File: src/source/p4_router_defines.svh
////////////////////////////////////////////////////////////
// router core constants shared by the packages and RTL
////////////////////////////////////////////////////////////

`ifndef P4_ROUTER_DEFINES_SVH
`define P4_ROUTER_DEFINES_SVH

// single-beat ipv4 header, options not supported
`define P4R_HDR_BITS 160

// port ids in both numberings
`define P4R_PORT_ID_BITS 8

`define P4R_FWD_ENTRIES 16  // one entry per dst bucket

`define P4R_UNKNOWN_ID 255  // result of an unmapped id

`endif

File: src/source/ipv4_pkg.sv
////////////////////////////////////////////////////////////
// ipv4 header layout and one's-complement checksum helpers
////////////////////////////////////////////////////////////

`include "p4_router_defines.svh"

package ipv4_pkg;

    typedef logic [15:0] checksum_t;

    // network order, first word in the msbs
    typedef struct packed {
        logic [15:0] ver_ihl_tos;
        logic [15:0] total_len;
        logic [15:0] ident;
        logic [15:0] flags_frag;
        logic [7:0]  ttl;
        logic [7:0]  protocol;
        checksum_t   checksum;
        logic [31:0] src_addr;
        logic [31:0] dst_addr;
    } ipv4_header_t;

    // folded one's-complement sum of the header words
    function automatic checksum_t ipv4_fold_sum(
        input ipv4_header_t hdr,
        input logic         skip_checksum
    );
        ipv4_header_t            h;
        logic [`P4R_HDR_BITS-1:0] raw;
        logic [19:0]             acc;
        h = hdr;
        if (skip_checksum) begin
            h.checksum = '0;  // leaves the other nine words
        end
        raw = h;
        acc = '0;
        for (int i = 0; i < `P4R_HDR_BITS / 16; i++) begin
            acc = acc + 20'(raw[i*16 +: 16]);
        end
        acc = {4'b0, acc[15:0]} + {16'b0, acc[19:16]};  // end-around carry
        acc = {4'b0, acc[15:0]} + {16'b0, acc[19:16]};
        return acc[15:0];
    endfunction

endpackage

File: src/source/p4_port_pkg.sv
////////////////////////////////////////////////////////////
// port numbering: hardware indices and program port ids
////////////////////////////////////////////////////////////

`include "p4_router_defines.svh"

package p4_port_pkg;

    typedef logic [`P4R_PORT_ID_BITS-1:0] port_id_t;

    // hardware port order, shared by ingress and egress
    typedef enum logic [`P4R_PORT_ID_BITS-1:0] {
        CPU_RTL_IDX,
        OISL0_RTL_IDX,
        OISL1_RTL_IDX,
        ECP0_RTL_IDX,
        ECP1_RTL_IDX,
        HDR0_RTL_IDX,
        HDR1_RTL_IDX,
        ECG0_RTL_IDX,
        ECG1_RTL_IDX,
        ECG2_RTL_IDX,
        ECG3_RTL_IDX
    } rtl_port_e;

    localparam port_id_t CPU_P4_ID   = port_id_t'(0);
    localparam port_id_t OISL0_P4_ID = port_id_t'(20);
    localparam port_id_t OISL1_P4_ID = port_id_t'(21);
    localparam port_id_t ECP0_P4_ID  = port_id_t'(40);
    localparam port_id_t ECP1_P4_ID  = port_id_t'(41);
    localparam port_id_t HDR0_P4_ID  = port_id_t'(60);
    localparam port_id_t HDR1_P4_ID  = port_id_t'(61);
    localparam port_id_t ECG0_P4_ID  = port_id_t'(80);
    localparam port_id_t ECG1_P4_ID  = port_id_t'(81);
    localparam port_id_t ECG2_P4_ID  = port_id_t'(82);
    localparam port_id_t ECG3_P4_ID  = port_id_t'(83);

endpackage

File: src/source/forward_table.sv
////////////////////////////////////////////////////////////
// egress program id per destination bucket
////////////////////////////////////////////////////////////

`timescale 1ns/1ps
`include "p4_router_defines.svh"
`default_nettype none

module forward_table (
    input  var logic                                clk,
    input  var logic                                rst,
    input  var logic                                wr_en,
    input  var logic [$clog2(`P4R_FWD_ENTRIES)-1:0] wr_addr,
    input  var p4_port_pkg::port_id_t               wr_id,
    input  var logic [$clog2(`P4R_FWD_ENTRIES)-1:0] rd_addr,
    output var p4_port_pkg::port_id_t               rd_id
);

    import p4_port_pkg::*;

    port_id_t entries [`P4R_FWD_ENTRIES];

    // unprogrammed buckets forward nowhere
    always_ff @(posedge clk) begin
        if (rst) begin
            for (int i = 0; i < `P4R_FWD_ENTRIES; i++) begin
                entries[i] <= port_id_t'(`P4R_UNKNOWN_ID);
            end
        end else if (wr_en) begin
            entries[wr_addr] <= wr_id;
        end
    end

    assign rd_id = entries[rd_addr];  // old value on same-cycle write

endmodule

`default_nettype wire

File: src/source/header_pipeline.sv
////////////////////////////////////////////////////////////
// four-stage ipv4 header processing: verify, ttl, lookup,
// checksum regeneration and port mapping
////////////////////////////////////////////////////////////

`timescale 1ns/1ps
`include "p4_router_defines.svh"
`default_nettype none

module header_pipeline (
    input  var logic                                clk,
    input  var logic                                rst,
    input  var logic                                hdr_in_valid,
    input  var ipv4_pkg::ipv4_header_t              hdr_in,
    input  var p4_port_pkg::port_id_t               ing_port_in,
    input  var logic                                tbl_wr_en,
    input  var logic [$clog2(`P4R_FWD_ENTRIES)-1:0] tbl_wr_addr,
    input  var p4_port_pkg::port_id_t               tbl_wr_id,
    output var logic                                hdr_out_valid,
    output var ipv4_pkg::ipv4_header_t              hdr_out,
    output var p4_port_pkg::port_id_t               ing_p4_id_out,
    output var p4_port_pkg::port_id_t               egr_port_out,
    output var logic                                drop
);

    import p4_port_pkg::*;
    import ipv4_pkg::*;

    localparam int ADDR_BITS = $clog2(`P4R_FWD_ENTRIES);

    logic         s0_valid;
    ipv4_header_t s0_hdr;
    port_id_t     s0_ing_idx;
    ipv4_header_t s0_upd;
    ipv4_header_t s1_hdr;
    port_id_t     s1_ing_idx;
    logic         s1_ttl_low;
    ipv4_header_t s2_hdr;
    port_id_t     s2_ing_p4_id;
    port_id_t     s2_egr_idx;
    logic         s2_reject;
    ipv4_header_t s2_merged;
    logic         ver_rsp_valid;  // doubles as stage 1 valid
    logic         ver_ok;
    logic         gen_rsp_valid;  // doubles as stage 2 valid
    checksum_t    gen_checksum;
    port_id_t     fwd_egr_p4_id;
    port_id_t     map_ing_p4_id;
    port_id_t     map_egr_idx;

    ////////////////////////////////////////////////////////////
    // stage 0: capture, feeds the verifier

    always_ff @(posedge clk) begin
        if (rst) begin
            s0_valid <= 1'b0;
        end else begin
            s0_valid <= hdr_in_valid;
        end
    end

    always_ff @(posedge clk) begin
        s0_hdr     <= hdr_in;
        s0_ing_idx <= ing_port_in;
    end

    ipv4_checksum_verify u_verify (
        .clk         ( clk           ),
        .rst         ( rst           ),
        .req_valid   ( s0_valid      ),
        .header      ( s0_hdr        ),
        .rsp_valid   ( ver_rsp_valid ),
        .checksum_ok ( ver_ok        )
    );

    ////////////////////////////////////////////////////////////
    // stage 1: ttl update, lookup and mapping, feeds the generator

    always_comb begin
        s0_upd          = s0_hdr;
        s0_upd.ttl      = s0_hdr.ttl - 8'd1;  // wraps on 0, dropped anyway
        s0_upd.checksum = '0;
    end

    always_ff @(posedge clk) begin
        s1_hdr     <= s0_upd;
        s1_ing_idx <= s0_ing_idx;
        s1_ttl_low <= (s0_hdr.ttl < 8'd2);  // judged on the original ttl
    end

    forward_table u_forward_table (
        .clk     ( clk                           ),
        .rst     ( rst                           ),
        .wr_en   ( tbl_wr_en                     ),
        .wr_addr ( tbl_wr_addr                   ),
        .wr_id   ( tbl_wr_id                     ),
        .rd_addr ( s1_hdr.dst_addr[ADDR_BITS-1:0] ),
        .rd_id   ( fwd_egr_p4_id                 )
    );

    port_id_map u_port_id_map (
        .ing_idx   ( s1_ing_idx    ),
        .ing_p4_id ( map_ing_p4_id ),
        .egr_p4_id ( fwd_egr_p4_id ),
        .egr_idx   ( map_egr_idx   )
    );

    ipv4_checksum_gen u_gen (
        .clk       ( clk           ),
        .rst       ( rst           ),
        .req_valid ( ver_rsp_valid ),
        .header    ( s1_hdr        ),
        .rsp_valid ( gen_rsp_valid ),
        .checksum  ( gen_checksum  )
    );

    ////////////////////////////////////////////////////////////
    // stage 2: hold results until the new checksum arrives

    always_ff @(posedge clk) begin
        s2_hdr       <= s1_hdr;
        s2_ing_p4_id <= map_ing_p4_id;
        s2_egr_idx   <= map_egr_idx;
        s2_reject    <= s1_ttl_low | ~ver_ok;
    end

    always_comb begin
        s2_merged          = s2_hdr;
        s2_merged.checksum = gen_checksum;
    end

    ////////////////////////////////////////////////////////////
    // stage 3: output register

    always_ff @(posedge clk) begin
        if (rst) begin
            hdr_out_valid <= 1'b0;
            drop          <= 1'b0;
        end else begin
            hdr_out_valid <= gen_rsp_valid & ~s2_reject;
            drop          <= gen_rsp_valid & s2_reject;
        end
    end

    always_ff @(posedge clk) begin
        hdr_out       <= s2_merged;
        ing_p4_id_out <= s2_ing_p4_id;
        egr_port_out  <= s2_egr_idx;
    end

    a_out_exclusive: assert property (@(posedge clk) disable iff (rst)
        !(hdr_out_valid && drop));

endmodule

`default_nettype wire

File: src/source/ipv4_checksum_gen.sv
////////////////////////////////////////////////////////////
// ipv4 header checksum generation, one cycle latency
////////////////////////////////////////////////////////////

`timescale 1ns/1ps
`default_nettype none

module ipv4_checksum_gen (
    input  var logic                   clk,
    input  var logic                   rst,
    input  var logic                   req_valid,
    input  var ipv4_pkg::ipv4_header_t header,
    output var logic                   rsp_valid,
    output var ipv4_pkg::checksum_t    checksum
);

    import ipv4_pkg::*;

    always_ff @(posedge clk) begin
        if (rst) begin
            rsp_valid <= 1'b0;
        end else begin
            rsp_valid <= req_valid;
        end
    end

    always_ff @(posedge clk) begin
        checksum <= ~ipv4_fold_sum(header, 1'b1);  // sum of the other nine words
    end

    // upstream stage must clear the field before asking
    a_field_zeroed: assert property (@(posedge clk) disable iff (rst)
        req_valid |-> (header.checksum == '0));

endmodule

`default_nettype wire

File: src/source/ipv4_checksum_verify.sv
////////////////////////////////////////////////////////////
// ipv4 header checksum check, result one cycle after request
////////////////////////////////////////////////////////////

`timescale 1ns/1ps
`default_nettype none

module ipv4_checksum_verify (
    input  var logic                   clk,
    input  var logic                   rst,
    input  var logic                   req_valid,
    input  var ipv4_pkg::ipv4_header_t header,
    output var logic                   rsp_valid,
    output var logic                   checksum_ok
);

    import ipv4_pkg::*;

    always_ff @(posedge clk) begin
        if (rst) begin
            rsp_valid <= 1'b0;
        end else begin
            rsp_valid <= req_valid;
        end
    end

    // a good header sums to all ones, checksum word included
    always_ff @(posedge clk) begin
        checksum_ok <= (ipv4_fold_sum(header, 1'b0) == 16'hFFFF);
    end

    a_rsp_latency: assert property (@(posedge clk) disable iff (rst)
        rsp_valid == $past(req_valid));

endmodule

`default_nettype wire

File: src/source/p4_router_core.sv
////////////////////////////////////////////////////////////
// router core top level
////////////////////////////////////////////////////////////

`timescale 1ns/1ps
`include "p4_router_defines.svh"
`default_nettype none

module p4_router_core (
    input  var logic                                clk,
    input  var logic                                rst,
    input  var logic                                hdr_in_valid,
    input  var ipv4_pkg::ipv4_header_t              hdr_in,
    input  var p4_port_pkg::port_id_t               ing_port_in,  // hardware index
    input  var logic                                tbl_wr_en,
    input  var logic [$clog2(`P4R_FWD_ENTRIES)-1:0] tbl_wr_addr,
    input  var p4_port_pkg::port_id_t               tbl_wr_id,    // program id
    output var logic                                hdr_out_valid,
    output var ipv4_pkg::ipv4_header_t              hdr_out,
    output var p4_port_pkg::port_id_t               ing_p4_id_out,
    output var p4_port_pkg::port_id_t               egr_port_out, // hardware index
    output var logic                                drop
);

    header_pipeline u_header_pipeline (
        .clk           ( clk           ),
        .rst           ( rst           ),
        .hdr_in_valid  ( hdr_in_valid  ),
        .hdr_in        ( hdr_in        ),
        .ing_port_in   ( ing_port_in   ),
        .tbl_wr_en     ( tbl_wr_en     ),
        .tbl_wr_addr   ( tbl_wr_addr   ),
        .tbl_wr_id     ( tbl_wr_id     ),
        .hdr_out_valid ( hdr_out_valid ),
        .hdr_out       ( hdr_out       ),
        .ing_p4_id_out ( ing_p4_id_out ),
        .egr_port_out  ( egr_port_out  ),
        .drop          ( drop          )
    );

endmodule

`default_nettype wire

File: src/source/port_id_map.sv
////////////////////////////////////////////////////////////
// hardware index <-> program port id translation
////////////////////////////////////////////////////////////

`timescale 1ns/1ps
`include "p4_router_defines.svh"
`default_nettype none

module port_id_map (
    input  var p4_port_pkg::port_id_t ing_idx,
    output var p4_port_pkg::port_id_t ing_p4_id,
    input  var p4_port_pkg::port_id_t egr_p4_id,
    output var p4_port_pkg::port_id_t egr_idx
);

    import p4_port_pkg::*;

    always_comb begin
        case (ing_idx)
            CPU_RTL_IDX   : ing_p4_id = CPU_P4_ID;
            OISL0_RTL_IDX : ing_p4_id = OISL0_P4_ID;
            OISL1_RTL_IDX : ing_p4_id = OISL1_P4_ID;
            ECP0_RTL_IDX  : ing_p4_id = ECP0_P4_ID;
            ECP1_RTL_IDX  : ing_p4_id = ECP1_P4_ID;
            HDR0_RTL_IDX  : ing_p4_id = HDR0_P4_ID;
            HDR1_RTL_IDX  : ing_p4_id = HDR1_P4_ID;
            ECG0_RTL_IDX  : ing_p4_id = ECG0_P4_ID;
            ECG1_RTL_IDX  : ing_p4_id = ECG1_P4_ID;
            ECG2_RTL_IDX  : ing_p4_id = ECG2_P4_ID;
            ECG3_RTL_IDX  : ing_p4_id = ECG3_P4_ID;
            default       : ing_p4_id = port_id_t'(`P4R_UNKNOWN_ID);
        endcase
    end

    always_comb begin
        case (egr_p4_id)
            CPU_P4_ID   : egr_idx = CPU_RTL_IDX;
            OISL0_P4_ID : egr_idx = OISL0_RTL_IDX;
            OISL1_P4_ID : egr_idx = OISL1_RTL_IDX;
            ECP0_P4_ID  : egr_idx = ECP0_RTL_IDX;
            ECP1_P4_ID  : egr_idx = ECP1_RTL_IDX;
            HDR0_P4_ID  : egr_idx = HDR0_RTL_IDX;
            HDR1_P4_ID  : egr_idx = HDR1_RTL_IDX;
            ECG0_P4_ID  : egr_idx = ECG0_RTL_IDX;
            ECG1_P4_ID  : egr_idx = ECG1_RTL_IDX;
            ECG2_P4_ID  : egr_idx = ECG2_RTL_IDX;
            ECG3_P4_ID  : egr_idx = ECG3_RTL_IDX;
            default     : egr_idx = port_id_t'(`P4R_UNKNOWN_ID);  // e.g. stale table ids
        endcase
    end

endmodule

`default_nettype wire

File: config.mk
export PLATFORM = sky130hd
export DESIGN_NAME = p4_router_core
export DESIGN_NICKNAME = d
export VERILOG_FILES = /design/src/source/ipv4_pkg.sv /design/src/source/p4_port_pkg.sv /design/src/source/forward_table.sv /design/src/source/header_pipeline.sv /design/src/source/ipv4_checksum_gen.sv /design/src/source/ipv4_checksum_verify.sv /design/src/source/p4_router_core.sv /design/src/source/port_id_map.sv
export VERILOG_INCLUDE_DIRS = /design/src /design/src/source
export SDC_FILE = /design/constraint.sdc
export NUM_CORES = 1
export LEC_CHECK = 0
export BUFFER_PORTS_ARGS = -buffer_cell sky130_fd_sc_hd__buf_2
export CAP_MARGIN = 20
export CORE_MARGIN = 5
export CORE_UTILIZATION = 41
export CTS_BUF_LIST = sky130_fd_sc_hd__clkbuf_4 sky130_fd_sc_hd__clkbuf_8
export DETAILED_ROUTE_END_ITERATION = 10
export SKIP_CTS_REPAIR_TIMING = 1
export SLEW_MARGIN = 10
export SYNTH_ARGS = -nofsm -noshare
export SYNTH_HDL_FRONTEND = slang
export SYNTH_HIERARCHICAL = 1
export SYNTH_SLANG_ARGS = --single-unit
File: constraint.sdc
create_clock -name clk -period 10.4 [get_ports clk]
set_clock_uncertainty 0.1 [all_clocks]
set_input_delay 0 -clock clk [delete_from_list [all_inputs] [get_ports clk]]
set_output_delay 0 -clock clk [all_outputs]
set_load 0.005 [all_outputs]
* After elaboration in Yosys (flattened, before gate mapping)
Memories as Yosys holds them, arrays and structs flattened. A register that Yosys moved wholly into a read port is not among the register bits. Cells that the tools add are included.
Storage, ports and cells: bits in writable memories 128, memories kept 2, flip-flop bits (word level) 672, word-level logic and storage cells 103, output and inout port bits 178, ROM bits 128, input port bits 184
Memories:
- (no name shown) | words 16, bits a word 8, read ports 1, clocked after Yosys merged registers in 1, wr ports 0, line port_id_map.sv:19 | case (ing_idx)
- u_header_pipeline.u_forward_table.entries | words 16, bits a word 8, read ports 1, clocked after Yosys merged registers in 1, wr ports 16, line forward_table.sv:21 | port_id_t entries [`P4R_FWD_ENTRIES];
Operators by class: eq/ne operators 11, reduce and logical (&&, ||, !) cells 4, $lt $le $gt $ge 1, $add $sub $neg 22, mux-type cells 9, bitwise gates (word level) 6
Operators with widths (count):
- $add A20 B16 Y20 | 9
- $pmux W8 S11 | 1
- $add A19 B16 Y20 | 2
- $add A18 B16 Y19 | 2
- $add A17 B16 Y18 | 2
- $add A16 B16 Y17 | 2
- $add A16 B4 Y17 | 2
- $add A16 B1 Y16 | 2
- $eq A8 B6 Y1 const B | 4
- $eq A8 B7 Y1 const B | 4
- $eq A16 B16 Y1 const B | 1
- $eq A8 B5 Y1 const B | 2
- $not A16 Y16 | 1
- $logic_not A8 Y1 | 1
- $lt A8 B2 Y1 const B | 1
- $mux W8 | 1
- $reduce_or A8 Y1 | 1
- $sub A8 B1 Y8 const B | 1
- $mux W1 | 6
- $logic_not A4 Y1 | 1
- $mux W4 | 1
- $and A1 B1 Y1 | 2
- $not A1 Y1 | 2
- $logic_not A1 Y1 | 1
- $or A1 B1 Y1 | 1

* Longest topological paths before layout
Gate-level depths: netlist (run 1).
depth after elaboration 12, depth in mapped cells 43, mapped depth without buffers 42

* By module
Netlist (run 1), hierarchy kept.
By module, submodules not included:
- header_pipeline | sequential area each 13232.7 um^2, cells an instance 685, area an instance 13420.4 um^2, times used 1
- forward_table | sequential area each 3843.7 um^2, cells an instance 379, area an instance 6018.3 um^2, times used 1
- ipv4_checksum_gen | sequential area each 340.3 um^2, cells an instance 550, area an instance 5004.8 um^2, times used 1
- ipv4_checksum_verify | sequential area each 40.0 um^2, cells an instance 508, area an instance 4789.6 um^2, times used 1
- port_id_map | sequential area each 0.0 um^2, cells an instance 69, area an instance 459.2 um^2, times used 1

* Worst setup path after synthesis (run 1)
No wires, ideal clock.
kind reg2reg, from reg u_header_pipeline/s0_hdr[1] (netlist name), to reg u_header_pipeline.u_verify.checksum_ok, stages on the path, launching flop included 42, data required time 10.212 ns, clock period less this slack 8.853 ns, path buffers 0, setup time 0.088 ns, arrival time 8.665 ns, path slack 1.547 ns, path through dfxtp_1 -> inv_1 -> fa_1 -> inv_1 -> ha_1 -> fa_1 -> a21o_1 -> a21oi_1 -> o21ai_0 -> nand2_1 -> a21oi_1 -> a21o_1 -> a21oi_1 -> xnor2_1 -> fa_1 -> inv_1 -> fa_1 -> inv_1 -> [6 not listed] -> o211ai_1 -> and2_1 -> xor2_1 -> fa_1 -> nor2b_1 -> o21ai_0 -> nor2b_1 -> or4_4 -> nor2_1 -> and4_1 -> ha_1 -> ha_1 -> xnor2_1 -> nand4_1 -> nor3_1 -> o221ai_1 -> a221o_1 -> a311oi_2
On the way: longest elaborated chain between the ends 12
Ends and longest elaborated chain:
- from (decl) | line header_pipeline.sv:32 | ipv4_header_t s0_hdr;
- from (signal assigned) | line header_pipeline.sv:63 | s0_hdr <= hdr_in;
- $add A16 B16 Y17 | line ipv4_pkg.sv:39 | acc = acc + 20'(raw[i*16 +: 16]);
- $add A17 B16 Y18 | line ipv4_pkg.sv:39
- $add A18 B16 Y19 | line ipv4_pkg.sv:39
- $add A19 B16 Y20 | line ipv4_pkg.sv:39
- $add A20 B16 Y20 (5 in series) | line ipv4_pkg.sv:39
- $add A16 B4 Y17 | line ipv4_pkg.sv:41 | acc = {4'b0, acc[15:0]} + {16'b0, acc[19:16]};
- $add A16 B1 Y16 | line ipv4_pkg.sv:42 | acc = {4'b0, acc[15:0]} + {16'b0, acc[19:16]};
- $eq A16 B16 Y1 | line ipv4_checksum_verify.sv:29 | checksum_ok <= (ipv4_fold_sum(header, 1'b0) == 16'hFFFF);
- to (signal assigned) | line ipv4_checksum_verify.sv:29
- to (decl) | line ipv4_checksum_verify.sv:14 | output var logic checksum_ok
No other way between the ends. A chain may end at the register's enable or synchronous reset.

* Final worst setup path (run 1)
Same ends and word-level chain as after synthesis.

==> results of run 1 <==
## sequential cells by signal (all words and copies together), names as in the netlist
name and count:
u_header_pipeline/hdr_out 160, u_header_pipeline/s0_hdr 160, u_header_pipeline/s1_hdr 144, u_header_pipeline/s2_hdr 144, u_header_pipeline/u_forward_table/entries 128, u_header_pipeline/u_gen/checksum 16
u_header_pipeline/egr_port_out 8, u_header_pipeline/ing_p4_id_out 8, u_header_pipeline/s0_ing_idx 8, u_header_pipeline/s1_ing_idx 8, u_header_pipeline/s2_egr_idx 8, u_header_pipeline/s2_ing_p4_id 8
u_header_pipeline/drop 1, u_header_pipeline/hdr_out_valid 1, u_header_pipeline/s0_valid 1, u_header_pipeline/s1_ttl_low 1, u_header_pipeline/s2_reject 1, u_header_pipeline/u_gen/rsp_valid 1
u_header_pipeline/u_verify/checksum_ok 1, u_header_pipeline/u_verify/rsp_valid 1
## where the power goes
part           total, mW  switching [mW]  internal, mW
logic               7.17            4.22          2.95
registers           3.57           0.122          3.45
clock network       2.95            1.30          1.65
## path summary, 6_finish.rpt
path	startpoint	to	slack, ns	cells past startpoint
setup / recovery	u_header_pipeline/s0_hdr[1]	u_header_pipeline/u_verify/checksum_ok	0.55	41
hold / removal	rst	u_header_pipeline/u_verify/rsp_valid	0.15	3
hold reg to reg	u_header_pipeline/s2_hdr[10]	u_header_pipeline/hdr_out[10]	0.18	0
setup reg to reg	u_header_pipeline/s0_hdr[1]	u_header_pipeline/u_verify/checksum_ok	0.55	41
## worst register-to-register path: cells and delay by family (launching register included)
family,cells,cell delay [ns]
simple gates,11,2.25
buf+inv,4,0.20
fa+ha+maj,10,3.92
compound gates,13,2.57
flops,1,0.33
xor+xnor,3,0.40
## through the flow
stage / instances / power [mW] / utilization
4_1_cts: 3714 / 13.6 / 0.494
2_1_floorplan: 2190 / 8.79 / -
3_5_place_dp: 3469 / 10.6 / 0.454
6_report: 4073 / 13.7 / 0.545
3_3_place_gp: 3469 / 10.5 / 0.454
5_1_grt: 4073 / 14.8 / 0.545
## final cells by class
class / count / area (sq um)
fill: 5888 / 32600
sequential: 808 / 17500
multi-input combinational: 1051 / 10900
timing repair buffer: 722 / 5410
clock buffer: 195 / 2470
tap: 950 / 1190
inverter: 296 / 1110
clock inverter: 50 / 435
antenna: 1 / 2.50
## layer usage
metal,routed length (um),GRT usage
met3,4270,0.0449
met5,0,0
met4,1220,0.0514
met2,38800,0.297
met1,30900,0.227
## placed cells by master, fill, tap and decap left out, types with 6 or more instances in the layout
master and n:
dfxtp_1 679, buf_2 361, dlygate4sd3_1 358, inv_1 296
fa_1 211, clkbuf_8 161, edfxtp_1 128, ha_1 93
or2_2 88, nand2_1 66, nand2b_1 61, xnor2_1 49
a21oi_1 47, nor2_1 40, o21ai_0 38, clkbuf_4 34
clkinv_2 27, xor2_1 26, nor2b_1 24, nand3_1 21
mux4_2 18, a22oi_1 17, or3_1 16, a21o_1 15
mux4_1 14, nor3_1 14, and3_1 12, nor4_1 10
o21ai_1 9, a211oi_1 9, clkinvlp_4 7, a211o_1 7
o21a_1 7, nand4_1 7, and2_1 6, o21bai_1 6
==> run metrics, run 1 <==
post-layout minimum cycle time=9.85 ns; fin crit share=0.947; setup TNS=0 ns; Crit path max-delay family=adder cells; synthesized area=29700 sq um; post-place setup slack=0.278 ns; Final Net Count=3501; drt first pass iters=5; CTS sink cnt=808; FMAX=102 MHz; routed vias/inst=4.59; LEAKAGE=17.0 nW; most frequent CP cell=fa_1; startpoint types=flip-flop; Setup-failing EPs final=0; clock root buffer=clkbuf_8; CP Max Fanout=7; Slew @ Worst Pin=0.929 ns; die area=77900 sq um; Die H=279 um; clk_lat worst skew=0.80 ns; max_cap viols=0; Bufs and invs on worst path=4; Net Count, Synth=2678; Max Root-Sink Buffers=3; Die X=279 um; status=finished clean; I/O Pins=362; total global-route track usage=0.176; Starting Density=0.415; Core Box Area=71600 sq um; post-DP HPWL=53200 um; htree depth=4; Clock Pin Slew Worst Setup and Hold Paths=0.06 ns; CTS Buf Count=134; Final Hold Vio Count=0; GRT overflow=0; Setup crit end kind=flip-flop; syn avg cell area=13.6 sq um; worst min path class=primary input to flip-flop; first-pass GRT wire length=105000 um; I/O Buffers=361; RSZ-0062 raised after global routing=no; std cell rows=98; Arr. time, crit path=10.43 ns; vias in the first global route=18500; final hold slack=0.152 ns; WL final=75200 um; Crit-path slowest cell=fa_1; Vias=18700; DRT iter0 DRCs=825; antenna violations before repair=3; critical path type=flip-flop to flip-flop; post-route setup slack=0.554 ns; RePlAce Congestion=0.864; DR WL/cell=18.5 um; Final ANT Viol Nets=0; drc violations=0; area grow syn2layout=31.3%; Final Cell Area=39000 sq um; peak supply drop=0.295 mV; share of cells above drive strength 1=0.242; CTS tree=done; Pwr Density=351 nW/um^2; Placed Area=32500 sq um; headroom to the max-slew limit=0.379; max-slew violations=0; delay of the slowest critical-path stage=0.52 ns; Syn Inst Count=2190; Ys Warns=6; largest net degree at the start of global routing=34; WP data required=10.98 ns
Note: power is estimated with default switching activity, not from simulation.
==> run 2, diff against run 1 <==
PLACE_DENSITY = 0.66   (was not set)
==> run 2 against run 1 <==
Compared with the run above:
- count of clock-buffer cells in the layout fell by 3
- largest cell class unchanged
- routed wire length rose by 1.8%
- critical path depth did not move
- cell area fell by 0.23%
- sequential power barely moved
- worst setup slack got worse by 0.095 ns
- global-route usage fell by 0.090 points
- non-clock buffer count fell by 1
- worst hold slack got worse by 0.012 ns
==> run metrics, run 2 (synthesis gave the netlist of run 1 again) <==
Clock Pin Slew Worst Setup and Hold Paths=0.07 ns (was 0.06 ns); DRT iter0 DRCs=1007 (was 825); most common cell after layout, fill and taps aside=dfxtp_1 (unchanged); Max Root-Sink Buffers=3 (unchanged); fill count=5767 (was 5888); Arr. time, crit path=10.48 ns (was 10.43 ns); Finished Layout Cells=4052 (was 4073); I/O Buffers=361 (unchanged); I/O Pins=362 (unchanged); critical path type=flip-flop to flip-flop (unchanged); clk_lat worst skew=0.77 ns (was 0.80 ns); worst min path class=primary input to flip-flop (unchanged); status=finished clean (unchanged); CTS Buf Count=134 (unchanged); Die H=279 um (unchanged); hold path cells=3 (unchanged); DR WL/cell=18.9 um (was 18.5 um); WP data required=10.94 ns (was 10.98 ns); headroom to the max-slew limit=0.380 (was 0.379); Final ANT Viol Nets=0 (unchanged); drc violations=0 (unchanged); Vias=18900 (was 18700); R2R setup slack=0.46 ns (was 0.55 ns); GRT overflow=0 (unchanged); antenna violations before repair=2 (was 3); post-layout minimum cycle time=9.94 ns (was 9.85 ns); Final Hold Vio Count=0 (unchanged); vias in the first global route=19100 (was 18500); commonest non-fill, non-tap cells in the layout=679 x dfxtp_1, 361 x buf_2, 356 x dlygate4sd3_1 (was 679 x dfxtp_1, 361 x buf_2, 358 x dlygate4sd3_1); LEAKAGE=17.0 nW (about the same); peak supply drop=0.289 mV (was 0.295 mV); Final Net Count=3500 (was 3501); most frequent CP cell=fa_1 (unchanged); fin crit share=0.956 (was 0.947); Crit-path slowest cell=fa_1 (unchanged); Pwr Density=347 nW/um^2 (was 351 nW/um^2); Worst Setup EP=u_header_pipeline/u_verify/checksum_ok (unchanged); routed vias/inst=4.66 (was 4.59); RePlAce Congestion=0.836 (was 0.864); startpoint types=flip-flop (unchanged); Reg-to-Reg Start=u_header_pipeline/s0_hdr[1] (unchanged); total global-route track usage=0.175 (was 0.176); delay of the slowest critical-path stage=0.53 ns (was 0.52 ns); Layout Utilization=0.543 (was 0.545); Reg2Reg Depth=41 (unchanged); WL final=76600 um (was 75200 um); CTS sink cnt=808 (unchanged); Die X=279 um (unchanged); Setup crit end kind=flip-flop (unchanged); Core Box Area=71600 sq um (unchanged); Tot Pwr=13.5 mW (was 13.7 mW); Setup-failing EPs final=0 (unchanged); std cell rows=98 (unchanged); worst setup path start=u_header_pipeline/s0_hdr[1] (unchanged); post-DP HPWL=52700 um (was 53200 um); largest net degree at the start of global routing=34 (unchanged); drt first pass iters=5 (unchanged); Slew @ Worst Pin=0.928 ns (was 0.929 ns); FMAX=101 MHz (was 102 MHz); CTS tree=done (unchanged); max_cap viols=0 (unchanged); Regs by FF count=u_header_pipeline/hdr_out x160, u_header_pipeline/s0_hdr x160 (unchanged); max-slew violations=0 (unchanged); htree depth=4 (unchanged); share of cells above drive strength 1=0.238 (was 0.242); area grow syn2layout=31.0% (was 31.3%); clock root buffer=clkbuf_8 (unchanged); R2R Path End=u_header_pipeline/u_verify/checksum_ok (unchanged); CP Max Fanout=7 (unchanged); Starting Density=0.415 (unchanged); placed cell count=3470 (was 3469); die area=77900 sq um (unchanged); first-pass GRT wire length=106000 um (was 105000 um)
run 2: final cells by class:
| type | count | area (sq um) | area share |
|---|---|---|---|
| clock buffer | 192 | 2460 | 0.0633 |
| multi-input combinational | 1051 | 10900 | 0.281 |
| inverter | 296 | 1110 | 0.0286 |
| timing repair buffer | 721 | 5400 | 0.139 |
| clock inverter | 33 | 352 | 0.00904 |
| sequential | 808 | 17500 | 0.449 |
| tap | 950 | 1190 | 0.0306 |
| antenna | 1 | 2.50 | 0.0000643 |
run 2: power breakdown:
part	total (mW)	switching [mW]	internal [mW]
Sequential	3.57	0.121	3.45
Combinational	7.00	4.06	2.94
Clock	2.92	1.27	1.65
run 2: critical path: cells and delay by family (launching register included):
family	cells	cell delay (ns)
xor gates and xnor gates	3	0.41
buffers and inverters	4	0.21
and+or+nand+nor	11	2.28
adders and majority gates	10	4.00
AOI/OAI and AO/OA	13	2.47
DFF	1	0.34
run 2: metrics by stage:
step / worst slack [ns] / cell area (sq um) / setup TNS, ns / hold slack [ns]
2_1_floorplan: 1.55 / 29700 / 0 / -0.0723
3_3_place_gp: 0.590 / 32500 / 0 / 0.00375
3_5_place_dp: 0.355 / 32500 / 0 / 0.00359
4_1_cts: 0.301 / 35300 / 0 / -0.858
5_1_grt: -0.0349 / 38900 / -0.0405 / 0.124
6_report: 0.460 / 38900 / 0 / 0.140
run 2: metal layers:
layer  track usage  share of wire  up-vias
met3        0.0434          0.050      135
met2         0.299           0.53      533
met5             0              0        -
met4        0.0545          0.023        0
li1              -              -     8846
met1         0.222           0.40     9353
run 2: how the worst min path moves through the flow:
| stage | start | endpoint | slack [ns] |
|---|---|---|---|
| after floorplan | hdr_in[0] | u_header_pipeline/s0_hdr[0] | -0.07 |
| after CTS | hdr_in[97] | u_header_pipeline/s0_hdr[97] | -0.86 |
| final | rst | u_header_pipeline/u_gen/rsp_valid | 0.14 |
| after global routing | rst | u_header_pipeline/u_gen/rsp_valid | 0.12 |
| after detailed placement | hdr_in[45] | u_header_pipeline/s0_hdr[45] | 0.004 |
| after global placement | hdr_in[142] | u_header_pipeline/s0_hdr[142] | 0.004 |
